$ cat src/exPkg.sv
// Wide ALU shared definitions
// Opcodes, the request and result bundles passed between the register
// block and the arithmetic units, and the Wishbone register word map.

`default_nettype none

package exPkg;

	localparam int OperandWidth = 72;
	localparam int BusWidth = 32;

	// Word indices taken from adr[5:2]
	localparam logic [3:0] RegA0 = 4'd0;
	localparam logic [3:0] RegA1 = 4'd1;
	localparam logic [3:0] RegA2 = 4'd2;	// Bits 71:64 in low byte
	localparam logic [3:0] RegB0 = 4'd3;
	localparam logic [3:0] RegB1 = 4'd4;
	localparam logic [3:0] RegB2 = 4'd5;
	localparam logic [3:0] RegCtrl = 4'd6;	// op in 2:0, cin in 3
	localparam logic [3:0] RegRes0 = 4'd7;
	localparam logic [3:0] RegRes1 = 4'd8;
	localparam logic [3:0] RegRes2 = 4'd9;
	localparam logic [3:0] RegFlags = 4'd10;	// carry in 0, zero in 1

	typedef enum logic [2:0]
	{
		OP_ADD = 3'd0,
		OP_ADC = 3'd1,
		OP_SUB = 3'd2,
		OP_SBB = 3'd3,
		OP_AND = 3'd4,
		OP_OR = 3'd5,
		OP_XOR = 3'd6
	} aluOp_t;

	typedef struct packed
	{
		logic [OperandWidth-1:0] valA;
		logic [OperandWidth-1:0] valB;
		aluOp_t op;
		logic cin;
	} aluReq_t;

	typedef struct packed
	{
		logic [OperandWidth-1:0] value;
		logic carry;
		logic zero;
	} aluRes_t;

endpackage

`default_nettype wire

$ cat src/exAddPath.sv
// Arithmetic operand conditioning
// Inverts B for subtraction and picks the adder carry-in per opcode,
// then drives the carry-select adder. For SUB and SBB the carry-out
// reads as "no borrow".

`default_nettype none

module exAddPath
(
	input wire exPkg::aluReq_t req,
	output logic [exPkg::OperandWidth:0] sum
);

	logic [exPkg::OperandWidth-1:0] addB;
	logic addCin;

	always_comb
	begin
		case (req.op)
			exPkg::OP_ADC:
			begin
				addB = req.valB;
				addCin = req.cin;
			end
			exPkg::OP_SUB:
			begin
				addB = ~req.valB;
				addCin = 1'b1;	// Two's complement
			end
			exPkg::OP_SBB:
			begin
				addB = ~req.valB;
				addCin = req.cin;
			end
			default:
			begin
				addB = req.valB;
				addCin = 1'b0;
			end
		endcase
	end

	exCsAdd72C uAdd
	(
		.valA(req.valA),
		.valB(addB),
		.cin(addCin),
		.valC(sum)
	);

endmodule

`default_nettype wire

$ cat src/exCsAdd72C.sv
// 72-bit carry-select adder
// Six 12-bit blocks are summed for both carry-ins. A three level select
// tree over the block carry-outs resolves the carry into each block,
// starting from cin. Bit 72 of valC is the final carry. Combinational.

`default_nettype none

module exCsAdd72C
(
	input wire logic [exPkg::OperandWidth-1:0] valA,
	input wire logic [exPkg::OperandWidth-1:0] valB,
	input wire logic cin,
	output logic [exPkg::OperandWidth:0] valC
);

	logic [12:0] sum0 [0:5];	// Block sums, carry-in 0
	logic [12:0] sum1 [0:5];	// Block sums, carry-in 1
	logic [1:0] pairCo0 [0:2];	// Block couts of a pair, pair cin 0
	logic [1:0] pairCo1 [0:2];
	logic [3:0] quadCo0;	// Couts of blocks 0..3
	logic [3:0] quadCo1;
	logic [5:0] blkCo0;	// Couts of all blocks
	logic [5:0] blkCo1;
	logic [6:0] blkCin;	// Carry into each block, bit 6 is cout

	always_comb
	begin
		for (int i = 0; i < 6; i++)
		begin
			sum0[i] = {1'b0, valA[i*12 +: 12]} + {1'b0, valB[i*12 +: 12]};
			sum1[i] = {1'b0, valA[i*12 +: 12]} + {1'b0, valB[i*12 +: 12]} + 13'd1;
		end

		for (int p = 0; p < 3; p++)
		begin
			pairCo0[p] = {sum0[2*p][12] ? sum1[2*p+1][12] : sum0[2*p+1][12],
				sum0[2*p][12]};
			pairCo1[p] = {sum1[2*p][12] ? sum1[2*p+1][12] : sum0[2*p+1][12],
				sum1[2*p][12]};
		end

		quadCo0 = {pairCo0[0][1] ? pairCo1[1] : pairCo0[1], pairCo0[0]};
		quadCo1 = {pairCo1[0][1] ? pairCo1[1] : pairCo0[1], pairCo1[0]};

		blkCo0 = {quadCo0[3] ? pairCo1[2] : pairCo0[2], quadCo0};
		blkCo1 = {quadCo1[3] ? pairCo1[2] : pairCo0[2], quadCo1};

		blkCin = {cin ? blkCo1 : blkCo0, cin};

		for (int i = 0; i < 6; i++)
		begin
			valC[i*12 +: 12] = blkCin[i] ? sum1[i][11:0] : sum0[i][11:0];
		end
		valC[72] = blkCin[6];
	end

endmodule

`default_nettype wire

$ cat src/exLogic72.sv
// 72-bit bitwise unit
// AND, OR or XOR of the two operands. Arithmetic opcodes give zero.

`default_nettype none

module exLogic72
(
	input wire exPkg::aluReq_t req,
	output logic [exPkg::OperandWidth-1:0] logicOut
);

	always_comb
	begin
		case (req.op)
			exPkg::OP_AND:
			begin
				logicOut = req.valA & req.valB;
			end
			exPkg::OP_OR:
			begin
				logicOut = req.valA | req.valB;
			end
			exPkg::OP_XOR:
			begin
				logicOut = req.valA ^ req.valB;
			end
			default:
			begin
				logicOut = '0;	// Unused by result stage
			end
		endcase
	end

endmodule

`default_nettype wire

$ cat src/exResultMux.sv
// Result stage
// Picks the adder or logic output by opcode, forms carry and zero,
// and captures all three in the result register on start.

`default_nettype none

module exResultMux
(
	input wire logic clock,
	input wire logic rstN,
	input wire logic start,
	input wire exPkg::aluOp_t op,
	input wire logic [exPkg::OperandWidth:0] sum,
	input wire logic [exPkg::OperandWidth-1:0] logicOut,
	output exPkg::aluRes_t res
);

	logic isLogic;
	exPkg::aluRes_t nextRes;

	always_comb
	begin
		isLogic = (op == exPkg::OP_AND) || (op == exPkg::OP_OR) || (op == exPkg::OP_XOR);
		nextRes.value = isLogic ? logicOut : sum[exPkg::OperandWidth-1:0];
		nextRes.carry = isLogic ? 1'b0 : sum[exPkg::OperandWidth];
		nextRes.zero = ~|nextRes.value;
	end

	always_ff @(posedge clock)
	begin
		if (!rstN)
		begin
			res.value <= '0;
			res.carry <= 1'b0;
			res.zero <= 1'b1;	// Matches the zero value
		end
		else if (start)
		begin
			res <= nextRes;
		end
	end

endmodule

`default_nettype wire

$ cat src/exWbRegs.sv
// Wishbone classic register block
// Holds the operand words and control fields written by the host.
// A RegCtrl write loads op and cin and pulses start for one cycle.
// Reads return operands, control, result words and flags. Every
// access is acknowledged one cycle after it is presented.

`default_nettype none

module exWbRegs
(
	input wire logic clock,
	input wire logic rstN,
	input wire logic cyc,
	input wire logic stb,
	input wire logic we,
	input wire logic [5:0] adr,
	input wire logic [exPkg::BusWidth-1:0] datWr,
	output logic [exPkg::BusWidth-1:0] datRd,
	output logic ack,
	output exPkg::aluReq_t req,
	output logic start,
	input wire exPkg::aluRes_t res
);

	logic [3:0] wordIdx;
	logic accept;
	logic wrAccept;

	assign wordIdx = adr[5:2];
	assign accept = cyc && stb && !ack;
	assign wrAccept = accept && we;

	always_ff @(posedge clock)
	begin
		if (!rstN)
		begin
			ack <= 1'b0;
			start <= 1'b0;
			req.valA <= '0;
			req.valB <= '0;
			req.op <= exPkg::OP_ADD;
			req.cin <= 1'b0;
		end
		else
		begin
			ack <= accept;
			start <= wrAccept && (wordIdx == exPkg::RegCtrl);
			if (wrAccept)
			begin
				case (wordIdx)
					exPkg::RegA0: req.valA[31:0] <= datWr;
					exPkg::RegA1: req.valA[63:32] <= datWr;
					exPkg::RegA2: req.valA[71:64] <= datWr[7:0];
					exPkg::RegB0: req.valB[31:0] <= datWr;
					exPkg::RegB1: req.valB[63:32] <= datWr;
					exPkg::RegB2: req.valB[71:64] <= datWr[7:0];
					exPkg::RegCtrl:
					begin
						if (datWr[2:0] == 3'd7)
						begin
							req.op <= exPkg::OP_ADD;	// Reserved code
						end
						else
						begin
							req.op <= exPkg::aluOp_t'(datWr[2:0]);
						end
						req.cin <= datWr[3];
					end
					default:
					begin
					end
				endcase
			end
		end
	end

	// Master holds adr through the ack cycle
	always_comb
	begin
		case (wordIdx)
			exPkg::RegA0: datRd = req.valA[31:0];
			exPkg::RegA1: datRd = req.valA[63:32];
			exPkg::RegA2: datRd = {24'd0, req.valA[71:64]};
			exPkg::RegB0: datRd = req.valB[31:0];
			exPkg::RegB1: datRd = req.valB[63:32];
			exPkg::RegB2: datRd = {24'd0, req.valB[71:64]};
			exPkg::RegCtrl: datRd = {28'd0, req.cin, req.op};
			exPkg::RegRes0: datRd = res.value[31:0];
			exPkg::RegRes1: datRd = res.value[63:32];
			exPkg::RegRes2: datRd = {24'd0, res.value[71:64]};
			exPkg::RegFlags: datRd = {30'd0, res.zero, res.carry};
			default: datRd = '0;
		endcase
	end

endmodule

`default_nettype wire

$ cat src/exWideAluTop.sv
// Wide ALU top level
// Wishbone register block feeding the add path and logic unit, with
// the result stage registering the outcome for readback.

`default_nettype none

module exWideAluTop
(
	input wire logic clock,
	input wire logic rstN,
	input wire logic cyc,
	input wire logic stb,
	input wire logic we,
	input wire logic [5:0] adr,
	input wire logic [exPkg::BusWidth-1:0] datWr,
	output logic [exPkg::BusWidth-1:0] datRd,
	output logic ack
);

	exPkg::aluReq_t req;
	exPkg::aluRes_t res;
	logic start;
	logic [exPkg::OperandWidth:0] sum;
	logic [exPkg::OperandWidth-1:0] logicOut;

	exWbRegs uRegs
	(
		.clock(clock),
		.rstN(rstN),
		.cyc(cyc),
		.stb(stb),
		.we(we),
		.adr(adr),
		.datWr(datWr),
		.datRd(datRd),
		.ack(ack),
		.req(req),
		.start(start),
		.res(res)
	);

	exAddPath uAddPath
	(
		.req(req),
		.sum(sum)
	);

	exLogic72 uLogic
	(
		.req(req),
		.logicOut(logicOut)
	);

	exResultMux uResult
	(
		.clock(clock),
		.rstN(rstN),
		.start(start),
		.op(req.op),
		.sum(sum),
		.logicOut(logicOut),
		.res(res)
	);

endmodule

`default_nettype wire

$ cat config.mk
export PLATFORM = sky130hd
export DESIGN_NAME = exWideAluTop
export DESIGN_NICKNAME = d
export VERILOG_FILES = /design/src/exPkg.sv /design/src/exAddPath.sv /design/src/exCsAdd72C.sv /design/src/exLogic72.sv /design/src/exResultMux.sv /design/src/exWbRegs.sv /design/src/exWideAluTop.sv
export SDC_FILE = /design/constraint.sdc
export NUM_CORES = 1
export LEC_CHECK = 0
export BUFFER_PORTS_ARGS = -buffer_cell sky130_fd_sc_hd__buf_2
export CAP_MARGIN = 15
export CORE_MARGIN = 2
export CORE_UTILIZATION = 45
export DETAILED_ROUTE_END_ITERATION = 12
export GPL_TIMING_DRIVEN = 0
export PLACE_DENSITY_LB_ADDON = 0.05
export SLEW_MARGIN = 20
export SYNTH_ARGS = -nofsm -noshare
export SYNTH_HDL_FRONTEND = slang
export SYNTH_HIERARCHICAL = 1
export SYNTH_SLANG_ARGS = --single-unit
$ cat constraint.sdc
create_clock -name clock -period 13.1 [get_ports clock]
set_input_delay 1.31 -clock clock [delete_from_list [all_inputs] [get_ports clock]]
set_output_delay 1.31 -clock clock [all_outputs]
set_load 0.03 [all_outputs]
### Word level (Yosys, flattened, before mapping)

Index checks and enable logic that the tools add are counted.

| storage, ports and cells | value |
|---|---|
| register bits | 224 |
| input port bits | 43 |
| output and inout bits | 33 |
| logic and storage cells | 89 |

| operators by class | value |
|---|---|
| add/sub/neg operators | 12 |
| equal/unequal tests | 17 |
| mux-type cells | 24 |
| bitwise logic cells | 4 |
| reductions and logical operators | 19 |

Operator list:

| kind | number |
|---|---|
| 32-bit one-hot mux with 11 select lines | 1 |
| 72-bit one-hot mux with 3 select lines | 1 |
| 72-bit 2-to-1 mux | 2 |
| 12-bit by 12-bit adder with 13-bit output | 6 |
| 13-bit by 1-bit adder with 13-bit output (second input constant) | 6 |
| 72-bit bitwise AND | 1 |
| 12-bit 2-to-1 mux | 6 |
| 72-bit inverter | 1 |
| 72-bit bitwise OR | 1 |
| 72-bit OR reduction | 1 |
| 72-bit bitwise XOR | 1 |
| 4-bit by 3-bit equality test with 1-bit output (second input constant) | 4 |
| 2-bit AND reduction | 7 |
| 3-bit equality test (second input constant) | 4 |
| 4-bit equality test (second input constant) | 3 |
| 4-bit by 2-bit equality test with 1-bit output (second input constant) | 2 |
| 2-bit 2-to-1 mux | 4 |
| 1-bit 2-to-1 mux | 7 |
| 3-bit by 2-bit equality test with 1-bit output (second input constant) | 2 |
| 6-bit 2-to-1 mux | 1 |
| 4-bit by 1-bit equality test with 1-bit output (second input constant) | 1 |
| 1-bit logical AND | 4 |
| 4-bit logical NOT | 1 |
| 2-bit OR reduction | 2 |
| other kinds (5) | 7 |

### Logic depth before layout (Yosys ltp)

| depth | value |
|---|---|
| depth in word-level cells | 13 |
| mapped depth | 27 |
| depth with buffers taken out | 24 |

### By module

Netlist, hierarchy kept.

Modules (own cells, without submodules):

| module | instances | cells an instance | area each (µm²) | seq. area each (µm²) |
|---|---|---|---|---|
| exWbRegs | 1 | 890 | 7,450.9 | 3,002.9 |
| exCsAdd72C | 1 | 692 | 5,053.6 | 0.0 |
| exLogic72 | 1 | 626 | 4,181.5 | 0.0 |
| exResultMux | 1 | 467 | 3,508.4 | 1,481.4 |
| exAddPath | 1 | 83 | 813.3 | 0.0 |

### Worst setup path before layout

Ideal clock, no wire load.

| timing path | value |
|---|---|
| path type | reg-to-reg |
| from | register, netlist name uRegs/req[2] |
| to | register, netlist name uResult/res[0] |
| setup time | 83 ps |
| data arrival time | 5,491 ps |
| required time | 13,017 ps |
| slack | 7,526 ps |
| cell stages (with the launch flop) | 26 |
| path buffers | 2 |
| clock period less this slack | 5,574 ps |
| cell sequence | dfxtp_1 > nand2b_4 > buf_12 > buf_12 > xnor2_1 > ha_1 > inv_1 > fa_1 > nand2b_1 > a211oi_1 > or3_1 > nand4_2 > nor4_4 > nand4_4 > a2111oi_4 > a311oi_2 > a31oi_4 > xnor2_2 > or4b_4 > nand2_1 > mux2_2 > nor4_1 > nand4_1 > a22oi_1 > nand2_1 > o221ai_1 |

| between the ends | value |
|---|---|
| cells in the longest elaborated chain, start to end | 13 |
| elaborated cells between the ends (all ways) | 43 |
| classes of those cells | add/sub (12); eq/ne (6); mux (19); reduce/logical (6) |

RTL lines:

| item | RTL line | source |
|---|---|---|
| 3-bit by 2-bit equality test with 1-bit output | exAddPath.sv:19 | `case (req.op)` |
| 2-bit OR reduction (no line) * | n/a |  |
| 72-bit 2-to-1 mux * | n/a |  |
| named net uAddPath.addB (one bit) | exAddPath.sv:14 | `logic [exPkg::OperandWidth-1:0] addB;` |
| 12-bit by 12-bit adder with 13-bit output * | exCsAdd72C.sv:30, exCsAdd72C.sv:31 |  |
| 13-bit by 1-bit adder with 13-bit output | exCsAdd72C.sv:31 | `sum1[i] = {1'b0, valA[i*12 +: 12]} + {1'b0, valB[i*12 +: 12]} + 13'd1;` |
| 1-bit 2-to-1 mux | exCsAdd72C.sv:38 | `pairCo1[p] = {sum1[2*p][12] ? sum1[2*p+1][12] : sum0[2*p+1][12],` |
| 2-bit 2-to-1 mux | exCsAdd72C.sv:43 | `quadCo1 = {pairCo1[0][1] ? pairCo1[1] : pairCo0[1], pairCo1[0]};` |
| 2-bit 2-to-1 mux | exCsAdd72C.sv:46 | `blkCo1 = {quadCo1[3] ? pairCo1[2] : pairCo0[2], quadCo1};` |
| 6-bit 2-to-1 mux * | exCsAdd72C.sv:48 | `blkCin = {cin ? blkCo1 : blkCo0, cin};` |
| 12-bit 2-to-1 mux * | exCsAdd72C.sv:52 | `valC[i*12 +: 12] = blkCin[i] ? sum1[i][11:0] : sum0[i][11:0];` |
| named net sum (one bit) | exWideAluTop.sv:23 | `logic [exPkg::OperandWidth:0] sum;` |
| 72-bit 2-to-1 mux * | exResultMux.sv:24 | `nextRes.value = isLogic ? logicOut : sum[exPkg::OperandWidth-1:0];` |
| 72-bit OR reduction * | exResultMux.sv:26 | `nextRes.zero = ~\|nextRes.value;` |
| 1-bit logical NOT * | exResultMux.sv:26 |  |

Mark *: on every way through the listed nets, which the timed path passes. The rest lies on a longest branch.
A chain may end at the register's enable or synchronous reset.

### Worst setup path after layout

| timing path | value |
|---|---|
| from | register, netlist name uRegs/req[3] |
| to | register, netlist name uResult/res[0] |

| between the ends | value |
|---|---|
| cells in the longest elaborated chain, start to end | 13 |
| elaborated cells between the ends (all ways) | 43 |
| classes of those cells | add/sub (12); eq/ne (6); mux (19); reduce/logical (6) |

RTL lines:

| item | RTL line |
|---|---|
| 3-bit by 2-bit equality test with 1-bit output | exAddPath.sv:19 |
| 2-bit OR reduction (no line) * | n/a |
| 72-bit 2-to-1 mux * | n/a |
| named net uAddPath.addB (one bit) | exAddPath.sv:14 |
| 12-bit by 12-bit adder with 13-bit output * | exCsAdd72C.sv:30, exCsAdd72C.sv:31 |
| 13-bit by 1-bit adder with 13-bit output | exCsAdd72C.sv:31 |
| 1-bit 2-to-1 mux | exCsAdd72C.sv:38 |
| 2-bit 2-to-1 mux, on equally long branches | exCsAdd72C.sv:42, exCsAdd72C.sv:43 |
| 2-bit 2-to-1 mux, on equally long branches | exCsAdd72C.sv:45, exCsAdd72C.sv:46 |
| 6-bit 2-to-1 mux * | exCsAdd72C.sv:48 |
| 12-bit 2-to-1 mux * | exCsAdd72C.sv:52 |
| named net sum (one bit) | exWideAluTop.sv:23 |
| 72-bit 2-to-1 mux * | exResultMux.sv:24 |
| 72-bit OR reduction * | exResultMux.sv:26 |
| 1-bit logical NOT * | exResultMux.sv:26 |

Marked as above.

==> results.cfg <==
[global_route]
grt_pass1_wl_um = 135700
grt_antenna_before_repair = 6
grt_pass1_vias = 19552
grt_max_degree = 15
grt-ovfl-total = 0
grtUsageTotal = 0.3880

[placed_design]
dp_slack_ps = 5137
hpwl_um = 73950
portBuffers = 69
routabilityCongestion = 0.9780

[worst_setup_path]
critical_path_arrival_ps = 8720
timing.rr.start = uRegs/req[3]$_SDFFE_PN0P_
timing_worst_setup_path_type = flip-flop to flip-flop
r2r-end = uResult/res[0]$_SDFFE_PN1P_
cp-startpoint = uRegs/req[3]$_SDFFE_PN0P_
cp-start-kind = flip-flop
path_max_fanout = 10
rrSetupSlack_ps = 4910
worst-r2r-cell-count = 26
required_ps = 13620
setup.worst_path.end_class = flip-flop

[synth]
yosysWarnings = 6
synth-edff-count = 0
ys_async_sr_fraction = 0
synth_cell_types = 109
synth_cells = 2758
ys_seq_area_frac = 0.2135
synth_ff_type = dfxtp_1
ys_ff_latch = 224
syn_area_per_cell_um2 = 7.617
syn_area_um2 = 21010
synth_nets = 3029

[min_path]
holdPathStages = 2
min_to = uResult/res[62]$_SDFFE_PN0P_
hold_start = uResult/res[62]$_SDFFE_PN0P_
holdCritPathClass = flip-flop to flip-flop

[floorplanning]
start_util = 0.4532
rows = 79
die_h_um = 220.1
core_area_um2 = 46360
die_w_um = 220.1
num_io_pins = 76
die_area_um2 = 48430

[sta]
fin_worst_skew_ps = 19.21
max-slew-margin-rel = 0.2395
setup_tns_ps = 0
tightest_slew_ps = 1141
maxSlewViolCount = 0
hold_violations = 0
rsz0062_at_grt = no
setup_viol = 0
period_needed_ps = 8195
worst_slack_ps = 4905
period_share = 0.6255
fmax_mhz = 122.0

[clock_tree]
htreeDepth = 1
cts-root-buf = clkbuf_16
cts_setup_buffers = 0
holdBufCountCts = 0
clockBufferDepth = 3
clkSinkCount = 224
clkTransAtPathRegs_ps = 60
cts_buffers = 30
cts_tree = done
cts_resized = 0
clock_latency_ps = 610

[power_and_ir_drop]
p_leak_uw = 0.008710
peakVddDrop_v = 0.00009349
p_per_area_nw_per_um2 = 73.30

[route]
drt-initial-drc-count = 2627
vias = 21605
avgRoutedWirePerCell_um = 27.49
viasPerCell = 6.180
wl_um = 96100
drc_errors = 0
firstDrtPassIters = 6
antenna_left = 0

[outcome]
status = complete, no violations

[finish]
final_common_cell = nand2_1
area_growth_pct = 10.46
nets = 3133
drive_gt1_frac = 0.1012
layout_common_cells = 568 x nand2_1, 233 x inv_1, 224 x dfxtp_1
filler_cell_count = 4650

[job]
drv_cap = 0
-- kinds of logic after synthesis --
group                      count (synthesis)  share of synthesized area
and+or+nand+nor                         1000                     0.2211
AOI/OAI and AO/OA                        663                     0.2317
buffers and inverters                    412                    0.09565
adders and majority gates                228                     0.1379
DFF                                      224                     0.2135
xor gates and xnor gates                 190                    0.08029
muxes                                     41                    0.01983
-- power by group --
part / switching, µW / leakage [µW] / total (µW) / internal [µW]
registers: 4.55 / 0.00180 / 688 / 684
clock network: 363 / 0.000507 / 878 / 516
logic: 97.4 / 0.00640 / 134 / 36.7
total: 465 / 0.00871 / 1700 / 1240
-- synthesized netlist by cell type (14+ instances only) --
cell type	n	area, µm²
and3_1	17	106.4
a21o_1	18	135.1
buf_4	21	157.7
nor2_1	144	540.5
a22oi_1	36	270.3
a311oi_1	74	648.1
a22o_1	15	131.4
nor2b_1	41	256.5
a21boi_1	115	863.3
buf_6	25	281.5
nor4_1	35	219.0
nand2b_1	15	93.84
a221oi_1	14	122.6
o32ai_1	30	262.8
nand2_1	568	2132
inv_1	233	874.6
a21oi_1	51	255.2
clkbuf_1	63	236.5
xnor2_1	148	1296
o21a_1	14	105.1
nand4_1	29	181.4
xor2_1	39	341.6
dfxtp_1	224	4484
mux2i_1	36	360.4
nor3_1	26	130.1
buf_2	54	270.3
and2_1	14	87.58
ha_1	222	2778
o21ai_0	122	610.6
o22ai_1	44	275.3
nand3_1	42	210.2
-- flip-flops by register name (all words and copies together), names as in the netlist --
signal,flops
uRegs/ack,1
uRegs/req,148
uRegs/start,1
uResult/res,74
-- cell type report --
| cell class | count | area [µm²] | share of cell area |
|---|---|---|---|
| flip-flops and latches | 224 | 4484 | 0.1932 |
| plain buffers | 178 | 1134 | 0.04885 |
| repair buffers | 72 | 379.1 | 0.01634 |
| clock buffers | 41 | 893.4 | 0.03850 |
| inverters | 234 | 878.3 | 0.03785 |
| multi-input cells | 2122 | 14520 | 0.6257 |
| clock inverters | 15 | 150.1 | 0.006470 |
| well taps | 607 | 759.5 | 0.03273 |
| diodes | 3 | 7.507 | 0.0003235 |
-- critical path, cell delays in order, from the launching register on --
cell	delay, ps
dfxtp_1	590
nand2b_4	230
buf_12	220
buf_12	190
xnor2_1	130
ha_1	230
inv_1	70
fa_1	400
and2b_1	270
o21ai_0	130
a2111oi_0	530
nor3_1	180
nor4b_4	350
nand4_1	550
and4b_1	450
a31oi_1	80
a31oi_4	290
xnor2_2	200
o21ai_0	780
buf_2	340
nand4_1	120
xor2_1	250
nor4_1	740
nand4_1	170
o22ai_1	270
nand3_1	140
o221ai_1	180
-- per-layer routing --
| metal | wire (µm) | vias up | global-route usage |
|---|---|---|---|
| li1 | - | 9825 | - |
| met1 | 41900 | 10433 | 0.5416 |
| met3 | 9622 | 217 | 0.08613 |
| met2 | 40190 | 1130 | 0.5771 |
| met5 | 0 | - | 0 |
| met4 | 4390 | 0 | 0.1510 |
-- per-stage QoR --
stage	area [µm²]	power (µW)	instances	hold WS [ps]	utilization
floorplan	21010	767.7	2758	446.5	-
global placement	22110	829.6	3434	470.8	0.4770
detailed placement	22140	830.8	3436	476.5	0.4776
CTS	23190	1702	3492	485.6	0.5001
global route	23200	1737	3493	499.5	0.5004
finish	23200	1701	3496	486.1	0.5006
-- worst max path at each step --
stage | end | cells after the start
after floorplan | uResult/res[0]$_SDFFE_PN1P_ | 25
after global placement | uResult/res[0]$_SDFFE_PN1P_ | 26
after detailed placement | uResult/res[0]$_SDFFE_PN1P_ | 26
after CTS | uResult/res[0]$_SDFFE_PN1P_ | 26
after global routing | uResult/res[0]$_SDFFE_PN1P_ | 26
final | uResult/res[0]$_SDFFE_PN1P_ | 26
Note: power is estimated with default switching activity, not from simulation.
